**config.mk**
```make
export PLATFORM = sky130hd
export DESIGN_NAME = stm_config
export DESIGN_NICKNAME = d
export VERILOG_FILES = /design/src/source/stm_pkg.sv /design/src/source/stm_config.sv
export SDC_FILE = /design/constraint.sdc
export NUM_CORES = 1
export LEC_CHECK = 0
export BUFFER_PORTS_ARGS = -buffer_cell sky130_fd_sc_hd__buf_2
export CAP_MARGIN = 20
export CORE_MARGIN = 4
export CORE_UTILIZATION = 51
export CTS_BUF_LIST = sky130_fd_sc_hd__clkbuf_2 sky130_fd_sc_hd__clkbuf_4 sky130_fd_sc_hd__clkbuf_8
export DETAILED_ROUTE_END_ITERATION = 6
export HOLD_SLACK_MARGIN = 0.06
export PLACE_DENSITY = 0.95
export SETUP_SLACK_MARGIN = 0.3
export SLEW_MARGIN = 20
export SYNTH_ARGS = -nofsm -noshare
export SYNTH_HDL_FRONTEND = slang
export SYNTH_SLANG_ARGS = --single-unit
```
**constraint.sdc**
```tcl
create_clock -name CLK -period 3.32 [get_ports CLK]
set_input_delay 0 -clock CLK [delete_from_list [all_inputs] [get_ports CLK]]
set_output_delay 0 -clock CLK [all_outputs]
set_load 0.02 [all_outputs]
```
**src/source/stm_pkg.sv**
```systemverilog
`default_nettype none

package stm_pkg;

  localparam int num_segment = 2;

  localparam int cycle_width = 13;
  localparam int div_width = 16;
  localparam int dividend_width = 48;
  localparam int time_width = 64;

  // one input register plus one register per quotient bit.
  localparam int div_latency = dividend_width + 1;
  localparam int pipe_latency = 2 * div_latency + 1;
  localparam int total_latency = pipe_latency + 2;
  localparam int cnt_width = $clog2(total_latency + 1);

  localparam int apb_addr_width = 8;
  localparam logic [apb_addr_width-1:0] addr_ctrl = 8'h00;
  localparam logic [apb_addr_width-1:0] addr_seg_base = 8'h10;
  localparam int seg_stride = 8;
  localparam int seg_cycle_offset = 0;
  localparam int seg_div_offset = 4;
  localparam logic [apb_addr_width-1:0] addr_idx_base = 8'h40;
  localparam int idx_stride = 4;

endpackage

`default_nettype wire

```
**src/source/stm_config.sv**
```systemverilog
`timescale 1ns/100ps
`default_nettype none

module stm_config import stm_pkg::*; (
  input  wire logic                      CLK,
  input  wire logic                      rst_n,
  input  wire logic                      psel,
  input  wire logic                      penable,
  input  wire logic                      pwrite,
  input  wire logic [apb_addr_width-1:0] paddr,
  input  wire logic [31:0]               pwdata,
  input  wire logic [cycle_width-1:0]    idx[num_segment],
  input  wire logic                      update_done,
  output logic      [31:0]               prdata,
  output logic                           pready,
  output logic                           pslverr,
  output logic      [cycle_width-1:0]    cycle[num_segment],
  output logic      [div_width-1:0]      freq_div[num_segment],
  output logic                           update_req
);

  logic                   busy;
  logic                   access;
  logic                   wr_access;
  logic                   ctrl_hit;
  logic [num_segment-1:0] cycle_hit;
  logic [num_segment-1:0] div_hit;
  logic [num_segment-1:0] idx_hit;
  logic                   mapped;
  logic                   bad_write;
  logic                   req_accept;

  assign access = psel && penable;
  assign wr_access = access && pwrite;

  always_comb begin
    ctrl_hit = (paddr == addr_ctrl);
    for (int i = 0; i < num_segment; i++) begin
      cycle_hit[i] = (paddr == apb_addr_width'(addr_seg_base + i * seg_stride
                                                + seg_cycle_offset));
      div_hit[i] = (paddr == apb_addr_width'(addr_seg_base + i * seg_stride
                                              + seg_div_offset));
      idx_hit[i] = (paddr == apb_addr_width'(addr_idx_base + i * idx_stride));
    end
  end

  assign mapped = ctrl_hit || (|cycle_hit) || (|div_hit) || (|idx_hit);

  // index registers are read only, and ctrl cannot be written during an update.
  assign bad_write = pwrite && ((|idx_hit) || (ctrl_hit && busy));
  assign pslverr = access && (!mapped || bad_write);
  assign pready = 1'b1;

  assign req_accept = wr_access && ctrl_hit && !busy && pwdata[0];

  always_comb begin
    prdata = '0;
    if (ctrl_hit) begin
      prdata = {31'b0, busy};
    end
    for (int i = 0; i < num_segment; i++) begin
      if (cycle_hit[i]) begin
        prdata = 32'(cycle[i]);
      end
      if (div_hit[i]) begin
        prdata = 32'(freq_div[i]);
      end
      if (idx_hit[i]) begin
        prdata = 32'(idx[i]);
      end
    end
  end

  always_ff @(posedge CLK) begin
    if (!rst_n) begin
      for (int i = 0; i < num_segment; i++) begin
        cycle[i] <= '0;
        freq_div[i] <= div_width'(1);
      end
    end else if (wr_access) begin
      for (int i = 0; i < num_segment; i++) begin
        if (cycle_hit[i]) begin
          cycle[i] <= pwdata[cycle_width-1:0];
        end
        if (div_hit[i]) begin
          freq_div[i] <= pwdata[div_width-1:0];
        end
      end
    end
  end

  // busy covers the whole update, from the request to the done pulse.
  always_ff @(posedge CLK) begin
    if (!rst_n) begin
      busy <= 1'b0;
      update_req <= 1'b0;
    end else begin
      update_req <= req_accept;
      if (req_accept) begin
        busy <= 1'b1;
      end else if (update_done) begin
        busy <= 1'b0;
      end
    end
  end

endmodule

`default_nettype wire

```
==> Word level (Yosys, flattened, before mapping) <==
Cells that the tools add are included.
{ "totals": {"register_bits": 60, "in_bits": 72, "out_inout_bits": 93, "word_cells": 45} }
{ "classes": {"eq_ne": 6, "n_mux": 9, "n_reduce_logical": 24} }
{ "op_table": {"columns": ["cell", "count"], "rows": [
  ["32-bit 2-to-1 mux", 6],
  ["8-bit by 5-bit == test with 1-bit output, second input constant", 4],
  ["8-bit by 7-bit == test with 1-bit output, second input constant", 2],
  ["1-bit logical AND", 8],
  ["8-bit logical NOT", 1],
  ["2-bit AND reduction", 4],
  ["2-bit OR reduction", 3],
  ["1-bit logical OR", 5],
  ["1-bit 2-to-1 mux", 3],
  ["1-bit logical NOT", 2],
  ["2-bit nonzero test", 1]
]} }

==> Longest topological paths before layout <==
Gate-level depths: netlist of the first run.
{ "logic_depth": {"word_depth": 8, "mapped_depth": 8, "depth_no_buf": 5} }

==> Worst setup path before layout of the first run <==
OpenSTA, ideal clock, no wires.
{ "synth_timing": {"path_kind": "in2out", "from": "input paddr[3]", "to": "output prdata[0]", "t_arrival_ps": 1447, "required_ps": 3320, "slack_ps": 1873, "stages": 5, "path_buffers": 2, "path_cell_list": "buf_1 > nor3_1 > clkbuf_1 > nand3_1 > a221oi_1"} }
{ "synth_via": {"elab_chain_len": 8, "elab_cells_between_ends": 14, "cone_classes": "eq/ne (6); mux (7); reduce/logical (1)"} }
{ "synth_lines": {"columns": ["element", "line", "text"], "rows": [
  ["from (decl)", "stm_config.sv:10", "input wire logic [apb_addr_width-1:0] paddr,"],
  ["8-bit logical NOT", "stm_config.sv:37", "ctrl_hit = (paddr == addr_ctrl);"],
  ["1-bit 2-to-1 mux", "stm_config.sv:58", "if (ctrl_hit) begin"],
  ["32-bit 2-to-1 mux", "stm_config.sv:62", "if (cycle_hit[i]) begin"],
  ["32-bit 2-to-1 mux", "stm_config.sv:65", "if (div_hit[i]) begin"],
  ["32-bit 2-to-1 mux", "stm_config.sv:68", "if (idx_hit[i]) begin"],
  ["32-bit 2-to-1 mux", "stm_config.sv:62", null],
  ["32-bit 2-to-1 mux", "stm_config.sv:65", null],
  ["32-bit 2-to-1 mux (*)", "stm_config.sv:68", null],
  ["to (decl)", "stm_config.sv:14", "output logic [31:0] prdata,"]
]} }
Every way passes the cells marked *; elsewhere a longest branch is shown, timed or not.

==> Worst setup path in the final report of the first run <==
{ "layout_timing": {"from": "input paddr[5]", "to": "output prdata[10]"} }
{ "layout_via": {"elab_chain_len": 7, "elab_cells_between_ends": 12, "cone_classes": "eq/ne (6); mux (6)"} }
{ "layout_lines": {"columns": ["element", "line", "text"], "rows": [
  ["8-bit by 5-bit == test with 1-bit output", "stm_config.sv:39", "cycle_hit[i] = (paddr == apb_addr_width'(addr_seg_base + i * seg_stride"],
  ["32-bit 2-to-1 mux", "stm_config.sv:62", null],
  ["32-bit 2-to-1 mux", "stm_config.sv:65", null],
  ["32-bit 2-to-1 mux", "stm_config.sv:68", null],
  ["32-bit 2-to-1 mux", "stm_config.sv:62", null],
  ["32-bit 2-to-1 mux", "stm_config.sv:65", null],
  ["32-bit 2-to-1 mux (*)", "stm_config.sv:68", null]
]} }
Marks and branches as above.

==> metrics.md, run 1 <==
| Metric | Value |
|---|---|
| Max Slew Vio Count | `0` |
| Die X | `between 80 and 90 um` |
| Endpoint, Worst Hold | `freq_div[16]` |
| Routed WL | `roughly 12 mm` |
| Initial core utilization | `~53%` |
| Seq pwr share | `48.2%` |
| CP Launch Point | `paddr[5]` |
| Num CTS Buffers | `9` |
| Syn avg cell area | `between 7 and 8 um^2` |
| Skew-Pair Late Insertion Delay | `350 ps` |
| Min-delay src | `rst_n` |
| Worst path depth | `7` |
| Worst-margin pin slew | `984 ps` |
| Placed cell areas | `3770 um^2` |
| Tmin final | `~2600 ps` |
| CP required | `around 3300 ps` |
| R2r setup slk | `around 2500 ps` |
| Clk sink count | `60` |
| IO Pins | `165` |
| Combinational power share | `11.5%` |
| Clk buf depth | `2` |
| P&R area growth vs syn | `30.1%` |
| Final nets | `approximately 600` |
| Max-cap viol count | `0` |
| Crit Path Class | `input port to primary output` |
| CP Data Arrival Time | `2590 ps` |
| Switching Fraction | `around 27%` |
| Critical-path top delay cell | `nor2_2` |
| R2r startpoint | `busy` |
| Reg clk slew, reported paths | `70 ps` |
| Main flop type after synthesis | `dfxtp_1` |
| Yosys cell types | `42` |
| # setup viols final | `0` |
| Diodes inserted | `0` |
| Post-synth top area share | `37.5%` |
| Router iterations before antenna repair | `7` |
| Final Cycle Share | `77.9%` |
| Relative slew slack | `roughly a third` |
| CP cell instances | `dlygate4sd3_1 -> buf_2 -> nor4_1 -> nand2_1 -> nor2_2 -> a22o_1 -> buf_2` |
| Port Buffers | `131` |
| # H-tree levels | `3` |
| Leakage | `1.96 nW` |
| FFs w/ async S/R, synth | `0%` |
| Startpoint Class | `input port` |
| Yosys warnings | `0` |
| Largest net degree at the start of global routing | `45` |
| Clock share of power | `40.3%` |
| Clock skew | `2.21 ps` |
| Hold Crit Depth | `2` |
| Drt initial violations | `463` |
| RSZ-0062 raised after global routing | `false` |
| Most area-hungry cell type in the Yosys netlist | `dfxtp_1` |
| EDFF count, synth | `0` |
| Number of antenna violations at the first check in global routing | `0` |
| Overall Power | `1.49 mW` |
| Worst-path maximum fanout | `15` |
| Register bit count reported by yosys | `60` |
| GRT Overall Usage | `31.2%` |
| Gpl congestion | `0.879` |
| Most common cell after layout, fill and taps aside | `buf_2` |
| WP buf/inv | `3` |
| CTS root buffer | `clkbuf_8` |
| Cell mode on critical path | `buf_2` |
| Register area share after synthesis | `a little under two fifths` |
| Hold Crit Class | `input port to register` |
| Highest Clock Rate | `387 MHz` |
| Antenna Violating Nets Remaining | `0` |
| Most area-consuming cells after synthesis | `dfxtp_1 (38%), nand3_1 (6.7%), mux2i_1 (6.6%)` |
| Run status | `complete, no violations` |
| Maximum vdd drop | `323 uV` |
| FF-to-FF End | `busy` |
| P per Cell Area | `358 nW/um^2` |
| Min Hold Slack | `186 ps` |
| Core area | `5990 um^2` |
| Worst path top cell family by delay | `simple AND/OR/NAND/NOR gates` |
| Row count | `28` |
| Post-synthesis cell count | `around 400` |
| CTS tree | `done` |
| Residual DRC | `0` |
| R2R depth | `2` |
| Gr ovfl total | `0` |
| Setup TNS | `0 ps` |
| Slowest cell delay on critical path | `590 ps` |
| Die extent in y | `around 87 um` |
| Pint | `1.09 mW` |
| Via Count | `3739` |
| Vias/cell | `6.10` |
| Switch Pwr | `a little over 400 uW` |
| Die area | `between 7000 and 8000 um^2` |
| Layout cell share with drive strength beyond 1 | `29.0%` |
| Most frequent cells in the layout | `buf_2 (131), dfxtp_1 (60), nand2_1 (56)` |
| Vias in the first global route | `~3600` |
| Final-report hold violation count | `0` |
| DP Wirelength | `7.75 mm` |
| Routed WL per cell | `19.1 um` |
| Syn Std Cell Area | `3200 um^2` |
| Design Area, Final | `4170 um^2` |
| Worst setup EP type | `primary output` |
| First-pass GRT wire length | `18.4 mm` |
[registers in the layout, indices dropped and copies added, names as in the netlist]
name	flops
update_req	1
freq_div	32
busy	1
cycle	26
[layout make-up]
class | count | area (um^2)
fill | 446 | 1820
multi-input combinational | 303 | 1780
sequential | 60 | 1200
timing repair buffer | 158 | 913
clock buffer | 11 | 151
tap | 75 | 93.8
clock inverter | 4 | 25.0
inverter | 2 | 7.51
[Yosys cell counts, drive strengths merged (2+ instances only)]
cell type and instances:
a22o 4, a21boi 13, a31oi 3, or3 3
nand3 44, o21ai 37, nor3 4, conb 2
inv 2, a2bb2oi 3, o2bb2ai 9, nor2 12
nor2b 16, nand4 3, o221ai 9, o31ai 2
a21oi 13, and3 5, nand2 56, buf 28
nor3b 2, o21a 9, clkbuf 23, dfxtp 60
o211ai 9, mux2i 21
[power groups by stage]
| stage | logic (mW) | registers (mW) | clock network, mW |
|---|---|---|---|
| after floorplan | 0.0977 | 0.737 | 0 |
| after global placement | 0.140 | 0.736 | 0 |
| after detailed placement | 0.142 | 0.736 | 0 |
| after CTS | 0.162 | 0.720 | 0.599 |
| after global routing | 0.183 | 0.720 | 0.620 |
| final | 0.172 | 0.720 | 0.601 |
[timing repair]
action | 4_1_cts | 5_1_grt
hold endpoints to repair | 60 | 0
endpoints found under the setup margin | 0 | 12
hold buffers | 22 | 0
buffers inserted | 0 | 0
gates resized for setup | 0 | 1
[layer usage]
metal  track usage (%)  wire (um)  up-vias
met5                 0          0        -
met4              19.5        635        0
met3              8.14       1420       77
met2              50.0       5540      295
met1              36.9       4100     1703
li1                  -          -     1664
[kinds of logic after synthesis]
logic type	synth area share, %
AND/OR/NAND/NOR	23.0
AO/OA/AOI/OAI	23.5
flip-flops	37.5
buffers and inverters	8.91
multiplexers	6.91
other	0.234
[how the worst max path moves through the flow]
stage | to | slack [ps]
detailed placement | freq_div[30] | 1050
CTS | prdata[10] | 680
global placement | freq_div[16] | 1110
global route | prdata[7] | 370
finish | prdata[10] | 730
floorplan | prdata[0] | 1870
[stage by stage]
step / worst slack, ps / cells / utilization [%]
final: 735 / 613 / 69.6
after global routing: 368 / 613 / 69.6
after CTS: 677 / 613 / 69.5
after detailed placement: 1050 / 576 / 62.9
after global placement: 1110 / 576 / 62.9
after floorplan: 1870 / 416 / -
No activity file was read; power rests on OpenSTA's default activity.
==> run 2, diff against run 1 <==
Settings changed: CORE_UTILIZATION 51 to 47, PLACE_DENSITY 0.95 to 0.93.
Clock period 3.32 ns to 2.65 ns, I/O delays scaled along.
==> run 2 against run 1 <==
Against the previous run:
- die area grew 7.7%
- combinational power grew 24%
- clock power grew 73%
- non-clock buffer count grew 5
- global-route usage shrank 5.7 points
- clock skew shrank 1.9 ps
- largest power group is now clock
==> metrics.md, run 2 (synthesized netlist as in run 1, its figures left out) <==
| Metric | Value |
|---|---|
| Run status | `complete, no violations` |
| Clk buf depth | `2 (unchanged)` |
| Vias in the first global route | `3475 (-4.2%)` |
| Maximum vdd drop | `373 uV (+16%)` |
| Startpoint Class | `input port` |
| Fin cells | `621 (+1.3%)` |
| Tmin final | `2260 ps` |
| Max-cap viol count | `0 (unchanged)` |
| Switch Pwr | `485 uW (+20%)` |
| Leakage | `2.03 nW (+3.5%)` |
| Via Count | `3557 (-4.9%)` |
| Largest register FFs | `32 (unchanged)` |
| Clk sink count | `60 (unchanged)` |
| Number of antenna violations at the first check in global routing | `0 (unchanged)` |
| DP Wirelength | `7.72 mm (-0.29%)` |
| CP Launch Point | `paddr[7]` |
| Reg clk slew, reported paths | `70 ps (about the same)` |
| Skew-Pair Late Insertion Delay | `320 ps (-30 ps)` |
| Combinational power share | `9.9% (-1.6 points)` |
| GRT Overall Usage | `25.5% (-5.7 points)` |
| Seq pwr share | `41.8% (-6.4 points)` |
| Clock share of power | `48.3% (+8.0 points)` |
| CP cell instances | `dlygate4sd3_1 -> buf_2 -> nor2_2 -> and4_1 -> o21ai_0 -> o31ai_1 -> a22o_1 -> buf_2` |
| Worst setup EP type | `primary output` |
| Min Hold Slack | `126 ps (-60.1 ps)` |
| Router iterations before antenna repair | `5 (-2)` |
| RSZ-0062 raised after global routing | `true` |
| Final-report hold violation count | `0 (unchanged)` |
| First-pass GRT wire length | `17.1 mm (-6.9%)` |
| CP required | `2650 ps (-670 ps)` |
| Routed WL | `10.8 mm (-7.6%)` |
| Die area | `8200 um^2 (+7.7%)` |
| Diodes inserted | `0 (unchanged)` |
| Critical-path top delay cell | `and4_1` |
| Largest registers | `freq_div: 32 flops, cycle: 26 flops` |
| Most frequent cells in the layout | `buf_2 (131), dfxtp_1 (60), nand2_1 (56)` |
| Worst-path maximum fanout | `13 (-2)` |
| Drt initial violations | `234 (-49%)` |
| # H-tree levels | `3 (unchanged)` |
| Worst-margin pin slew | `1020 ps (+31.4 ps)` |
| Vias/cell | `5.73 (-6.1%)` |
| Setup TNS | `0 ps (unchanged)` |
| Worst path top cell family by delay | `simple AND/OR/NAND/NOR gates` |
| Slowest cell delay on critical path | `590 ps (about the same)` |
| Residual DRC | `0 (unchanged)` |
| Switching Fraction | `22.5% (-4.6 points)` |
| Clock skew | `0.275 ps (-1.94 ps)` |
| R2r startpoint | `busy` |
| Num CTS Buffers | `9 (unchanged)` |
| Die extent in y | `90.6 um (+3.8%)` |
| CTS root buffer | `clkbuf_8` |
| Hold Crit Class | `input port to register` |
| R2r setup slk | `1850 ps (-670 ps)` |
| Max Slew Vio Count | `0 (unchanged)` |
| DP Cell Count | `585 (+1.6%)` |
| Most common cell after layout, fill and taps aside | `buf_2` |
| P per Cell Area | `504 nW/um^2 (+41%)` |
| Relative slew slack | `32.3% (-2.1 points)` |
| Row count | `29 (+3.6%)` |
| Layout cell share with drive strength beyond 1 | `30.3% (+1.3 points)` |
| Gr ovfl total | `0 (unchanged)` |
| Routed WL per cell | `17.4 um (-8.8%)` |
| WP buf/inv | `3 (unchanged)` |
| Largest net degree at the start of global routing | `66 (+47%)` |
| Core area | `6490 um^2 (+8.4%)` |
| Antenna Violating Nets Remaining | `0 (unchanged)` |
| Highest Clock Rate | `442 MHz` |
| CP Data Arrival Time | `2260 ps (-330 ps)` |
| IO Pins | `165 (unchanged)` |
| Fillers | `556 (+25%)` |
| Die X | `90.6 um (+3.8%)` |
| Gpl congestion | `0.872 (-0.80%)` |
| Final Cycle Share | `85.4%` |
| R2R depth | `2 (unchanged)` |
| FF-to-FF End | `busy` |
| Worst path depth | `8 (+1)` |
| Port Buffers | `131 (unchanged)` |
| # setup viols final | `0 (unchanged)` |
| Initial core utilization | `49.3% (-4.2 points)` |
| Pint | `1.67 mW (+53%)` |
| Critical path destination | `prdata[8]` |
| Crit Path Class | `input port to primary output` |
| Cell mode on critical path | `buf_2` |
| CTS tree | `done` |
| Final nets | `611 (+0.83%)` |
| P&R area growth vs syn | `33.5%` |
| Register name with the most flops | `freq_div` |
## run 2: worst min path at each step
stage,slack [ps],from,end,depth (start not counted)
6_report,130,paddr[6],update_req,4
5_1_grt,140,paddr[6],update_req,4
3_3_place_gp,260,pwdata[15],freq_div[15],3
3_5_place_dp,280,pwdata[13],freq_div[13],3
2_1_floorplan,120,penable,pslverr,2
4_1_cts,90,paddr[6],update_req,4
## run 2: layout make-up
cell class	count	area, um^2	area share (%)
inverters	2	7.51	0.176
repair buffers	163	943	22.1
clock buffers	12	159	3.72
multi-input cells	303	1770	41.5
flip-flops and latches	60	1200	28.1
clock inverters	4	95.1	2.22
well taps	77	96.3	2.25
## run 2: per-layer routing
| layer | vias to the layer above | track usage, % | wire length (um) |
|---|---|---|---|
| li1 | 1679 | - | - |
| met2 | 204 | 42.4 | 5210 |
| met5 | - | 0 | 0 |
| met3 | 16 | 6.17 | 924 |
| met4 | 0 | 7.65 | 166 |
| met1 | 1658 | 32.7 | 4490 |
## run 2: worst min-delay path: stages
cell     delay (ps)
buf_2           150
nor3_1          100
nand3_1          90
nor3b_1          60
## run 2: per-stage QoR
stage / utilization [%] / power [mW] / area [um^2] / setup WS (ps)
after floorplan: - / 1.05 / 3260 / 1200
after global placement: 58.9 / 1.11 / 3820 / 812
after detailed placement: 58.9 / 1.11 / 3820 / 754
after CTS: 65.7 / 2.15 / 4270 / 380
after global routing: 65.8 / 2.21 / 4280 / 299
final: 65.8 / 2.16 / 4280 / 387
## run 2: timing repair
| item | CTS | global route |
|---|---|---|
| gates resized for setup | 0 | 1 |
| hold endpoints to repair | 59 | 0 |
| endpoints found under the setup margin | 0 | 8 |
| buffers inserted | 0 | 1 |
| hold buffers | 19 | 0 |
## run 2: power by group through the flow
stage	Combinational (mW)	Clock (mW)	Sequential, mW
after CTS	0.208	1.04	0.902
final	0.213	1.04	0.902
after detailed placement	0.185	0	0.922
after global placement	0.183	0	0.922
after global routing	0.229	1.08	0.902
after floorplan	0.122	0	0.923
==> run 3, diff against run 2 <==
Settings changed: CORE_MARGIN 4 to 3, TNS_END_PERCENT set to 20.
==> run 3 against run 2 <==
Against the previous run:
- global-route usage is 1.2 points higher
- worst hold slack worse by 38 ps
- routed wire length down 1.5%
- sequential cell count unchanged
- via count increased by 0.28%
- critical path type unchanged
==> metrics.md, run 3 (synthesized netlist as in run 1, its figures left out) <==
| Metric | Value |
|---|---|
| Relative slew slack | `34.8% (+2.5 points)` |
| R2r startpoint | `busy` |
| Met1 usage | `34.1% (+1.4 points)` |
| # setup viols final | `0 (unchanged)` |
| Worst setup EP type | `primary output` |
| GRT Overall Usage | `26.7% (+1.2 points)` |
| Largest net degree at the start of global routing | `60 (-9.1%)` |
| Max Slew Vio Count | `0 (unchanged)` |
| Drt initial violations | `341 (+46%)` |
| Final-report hold violation count | `0 (unchanged)` |
| Startpoint Class | `input port` |
| CTS tree | `done` |
| Crit Path Class | `input port to primary output` |
| Leakage | `1.98 nW (-2.3%)` |
| Fin cells | `619 (-0.32%)` |
| Core area | `6460 um^2 (-0.56%)` |
| Hold Crit Class | `input port to register` |
| RSZ-0062 raised after global routing | `false` |
| R2R depth | `2 (unchanged)` |
| CP Data Arrival Time | `2200 ps (-60 ps)` |
| Final nets | `609 (-0.33%)` |
| Hold Crit Depth | `4 (unchanged)` |
| Gr ovfl total | `0 (unchanged)` |
| DP Wirelength | `7.57 mm (-2.0%)` |
| Max-cap viol count | `0 (unchanged)` |
| Run status | `complete, no violations` |
| CP required | `2650 ps (about the same)` |
| CP cell instances | `dlygate4sd3_1 -> buf_2 -> nor2_2 -> nand2_1 -> a2bb2oi_1 -> o31ai_1 -> a22o_1 -> buf_2` |
| Setup TNS | `0 ps (unchanged)` |
| Largest registers | `freq_div: 32 flops, cycle: 26 flops` |
| Layout cell share with drive strength beyond 1 | `30.6% (+0.30 points)` |
| Skew-Pair Late Insertion Delay | `340 ps (+20 ps)` |
| Clk buf depth | `2 (unchanged)` |
| Antenna Violating Nets Remaining | `0 (unchanged)` |
| Diodes inserted | `0 (unchanged)` |
| Most common cell after layout, fill and taps aside | `buf_2` |
| Most frequent cells in the layout | `buf_2 (131), dfxtp_1 (60), nand2_1 (55)` |
| Cell mode on critical path | `buf_2` |
| Routed WL | `10.6 mm (-1.5%)` |
| Final Worst Setup Slack | `446 ps (+58.9 ps)` |
| CTS root buffer | `clkbuf_8` |
| P&R area growth vs syn | `30.8%` |
| Register name with the most flops | `freq_div` |
| DP Worst Slack | `714 ps (-40.3 ps)` |
| Tmin final | `2200 ps (-58.9 ps)` |
| Fillers | `536 (-3.6%)` |
| Overall Power | `1.85 mW (-14%)` |
| Worst-path maximum fanout | `12 (-1)` |
| Gpl congestion | `0.857 (-1.7%)` |
| First-pass GRT wire length | `16.0 mm (-6.6%)` |
| Residual DRC | `0 (unchanged)` |
| Num CTS Buffers | `9 (unchanged)` |
| Highest Clock Rate | `454 MHz (+2.7%)` |
| R2r setup slk | `1850 ps (about the same)` |
| IO Pins | `165 (unchanged)` |
| Port Buffers | `131 (unchanged)` |
| Critical-path top delay cell | `dlygate4sd3_1` |
| Initial core utilization | `49.6% (+0.28 points)` |
| Min Hold Slack | `88.1 ps (-37.6 ps)` |
| M3 GR Usage | `5.49% (-0.67 points)` |
| Largest register FFs | `32 (unchanged)` |
| Slowest cell delay on critical path | `540 ps (-50 ps)` |
| Die X | `88.6 um (-2.2%)` |
| Worst-margin pin slew | `978 ps (-37.3 ps)` |
| Gr busiest metal | `met2` |
| Vias/cell | `5.76 (+0.61%)` |
| Vias in the first global route | `3280 (-5.6%)` |
| Die extent in y | `88.6 um (-2.2%)` |
| Clk sink count | `60 (unchanged)` |
| Reg clk slew, reported paths | `70 ps (about the same)` |
| Router iterations before antenna repair | `5 (unchanged)` |
| Maximum vdd drop | `481 uV (+29%)` |
| Die area | `7840 um^2 (-4.4%)` |
| # H-tree levels | `3 (unchanged)` |
| Via Count | `3567 (+0.28%)` |
| Routed WL per cell | `17.2 um (-1.2%)` |
| GRT met2 Usage | `43.0% (+0.60 points)` |
| Row count | `29 (unchanged)` |
| Final Cycle Share | `83.2% (-2.2 points)` |
| FF-to-FF End | `busy` |
| Endpoint, Worst Hold | `update_req` |
| P per Cell Area | `441 nW/um^2 (-13%)` |
| Area of the multi-input gates | `1780 um^2 (+0.49%)` |
| Min-delay src | `paddr[6]` |
| Number of antenna violations at the first check in global routing | `0 (unchanged)` |
| DP Cell Count | `583 (-0.34%)` |
| Register area | `1200 um^2 (unchanged)` |
| Clock skew | `0.243 ps (-0.0320 ps)` |
## run 3: metrics by stage
step                      area (um^2)  util, %
after floorplan                  3260        -
after global placement           3810     59.0
after detailed placement         3810     59.0
after CTS                        4170     64.6
after global routing             4190     64.9
final                            4190     64.9
## run 3: critical path: cells and delay by family
family	cells	cell delay (ps)
buf+inv	3	830
compound gates	3	700
simple gates	2	670
## run 3: where the power goes
part           internal, mW  switching [mW]  total, mW
logic                0.0845           0.128      0.213
registers             0.902        0.000256      0.902
clock network         0.368           0.365      0.733
## run 3: area by class of cell
cell class,count,area share (%)
Sequential cell,60,28.7
Clock buffer,11,3.46
Inverter,2,0.179
Clock inverter,5,0.657
Multi-Input combinational cell,303,42.6
Tap cell,77,2.30
Timing Repair Buffer,161,22.2
## run 3: worst max-delay path by stage
stage,from,to,slack [ps],cells after the start
2_1_floorplan,paddr[3],prdata[0],1200,5
3_3_place_gp,paddr[6],freq_div[16],780,6
3_5_place_dp,paddr[6],freq_div[28],710,6
4_1_cts,paddr[5],prdata[10],340,8
5_1_grt,paddr[5],prdata[10],320,8
6_report,paddr[5],prdata[8],450,8
## run 3: timing repair
action / in CTS / in global routing
gates resized for setup: 0 / 4
endpoints found under the setup margin: 0 / 13
hold buffers: 19 / 0
buffers inserted: 0 / 1
endpoints found under the hold margin: 60 / 0
## run 3: layer usage
layer / wire (um) / share of wire (%)
met1: 4270 / 40
met2: 5050 / 47
met3: 1020 / 9.5
met4: 301 / 2.8
met5: 0 / 0
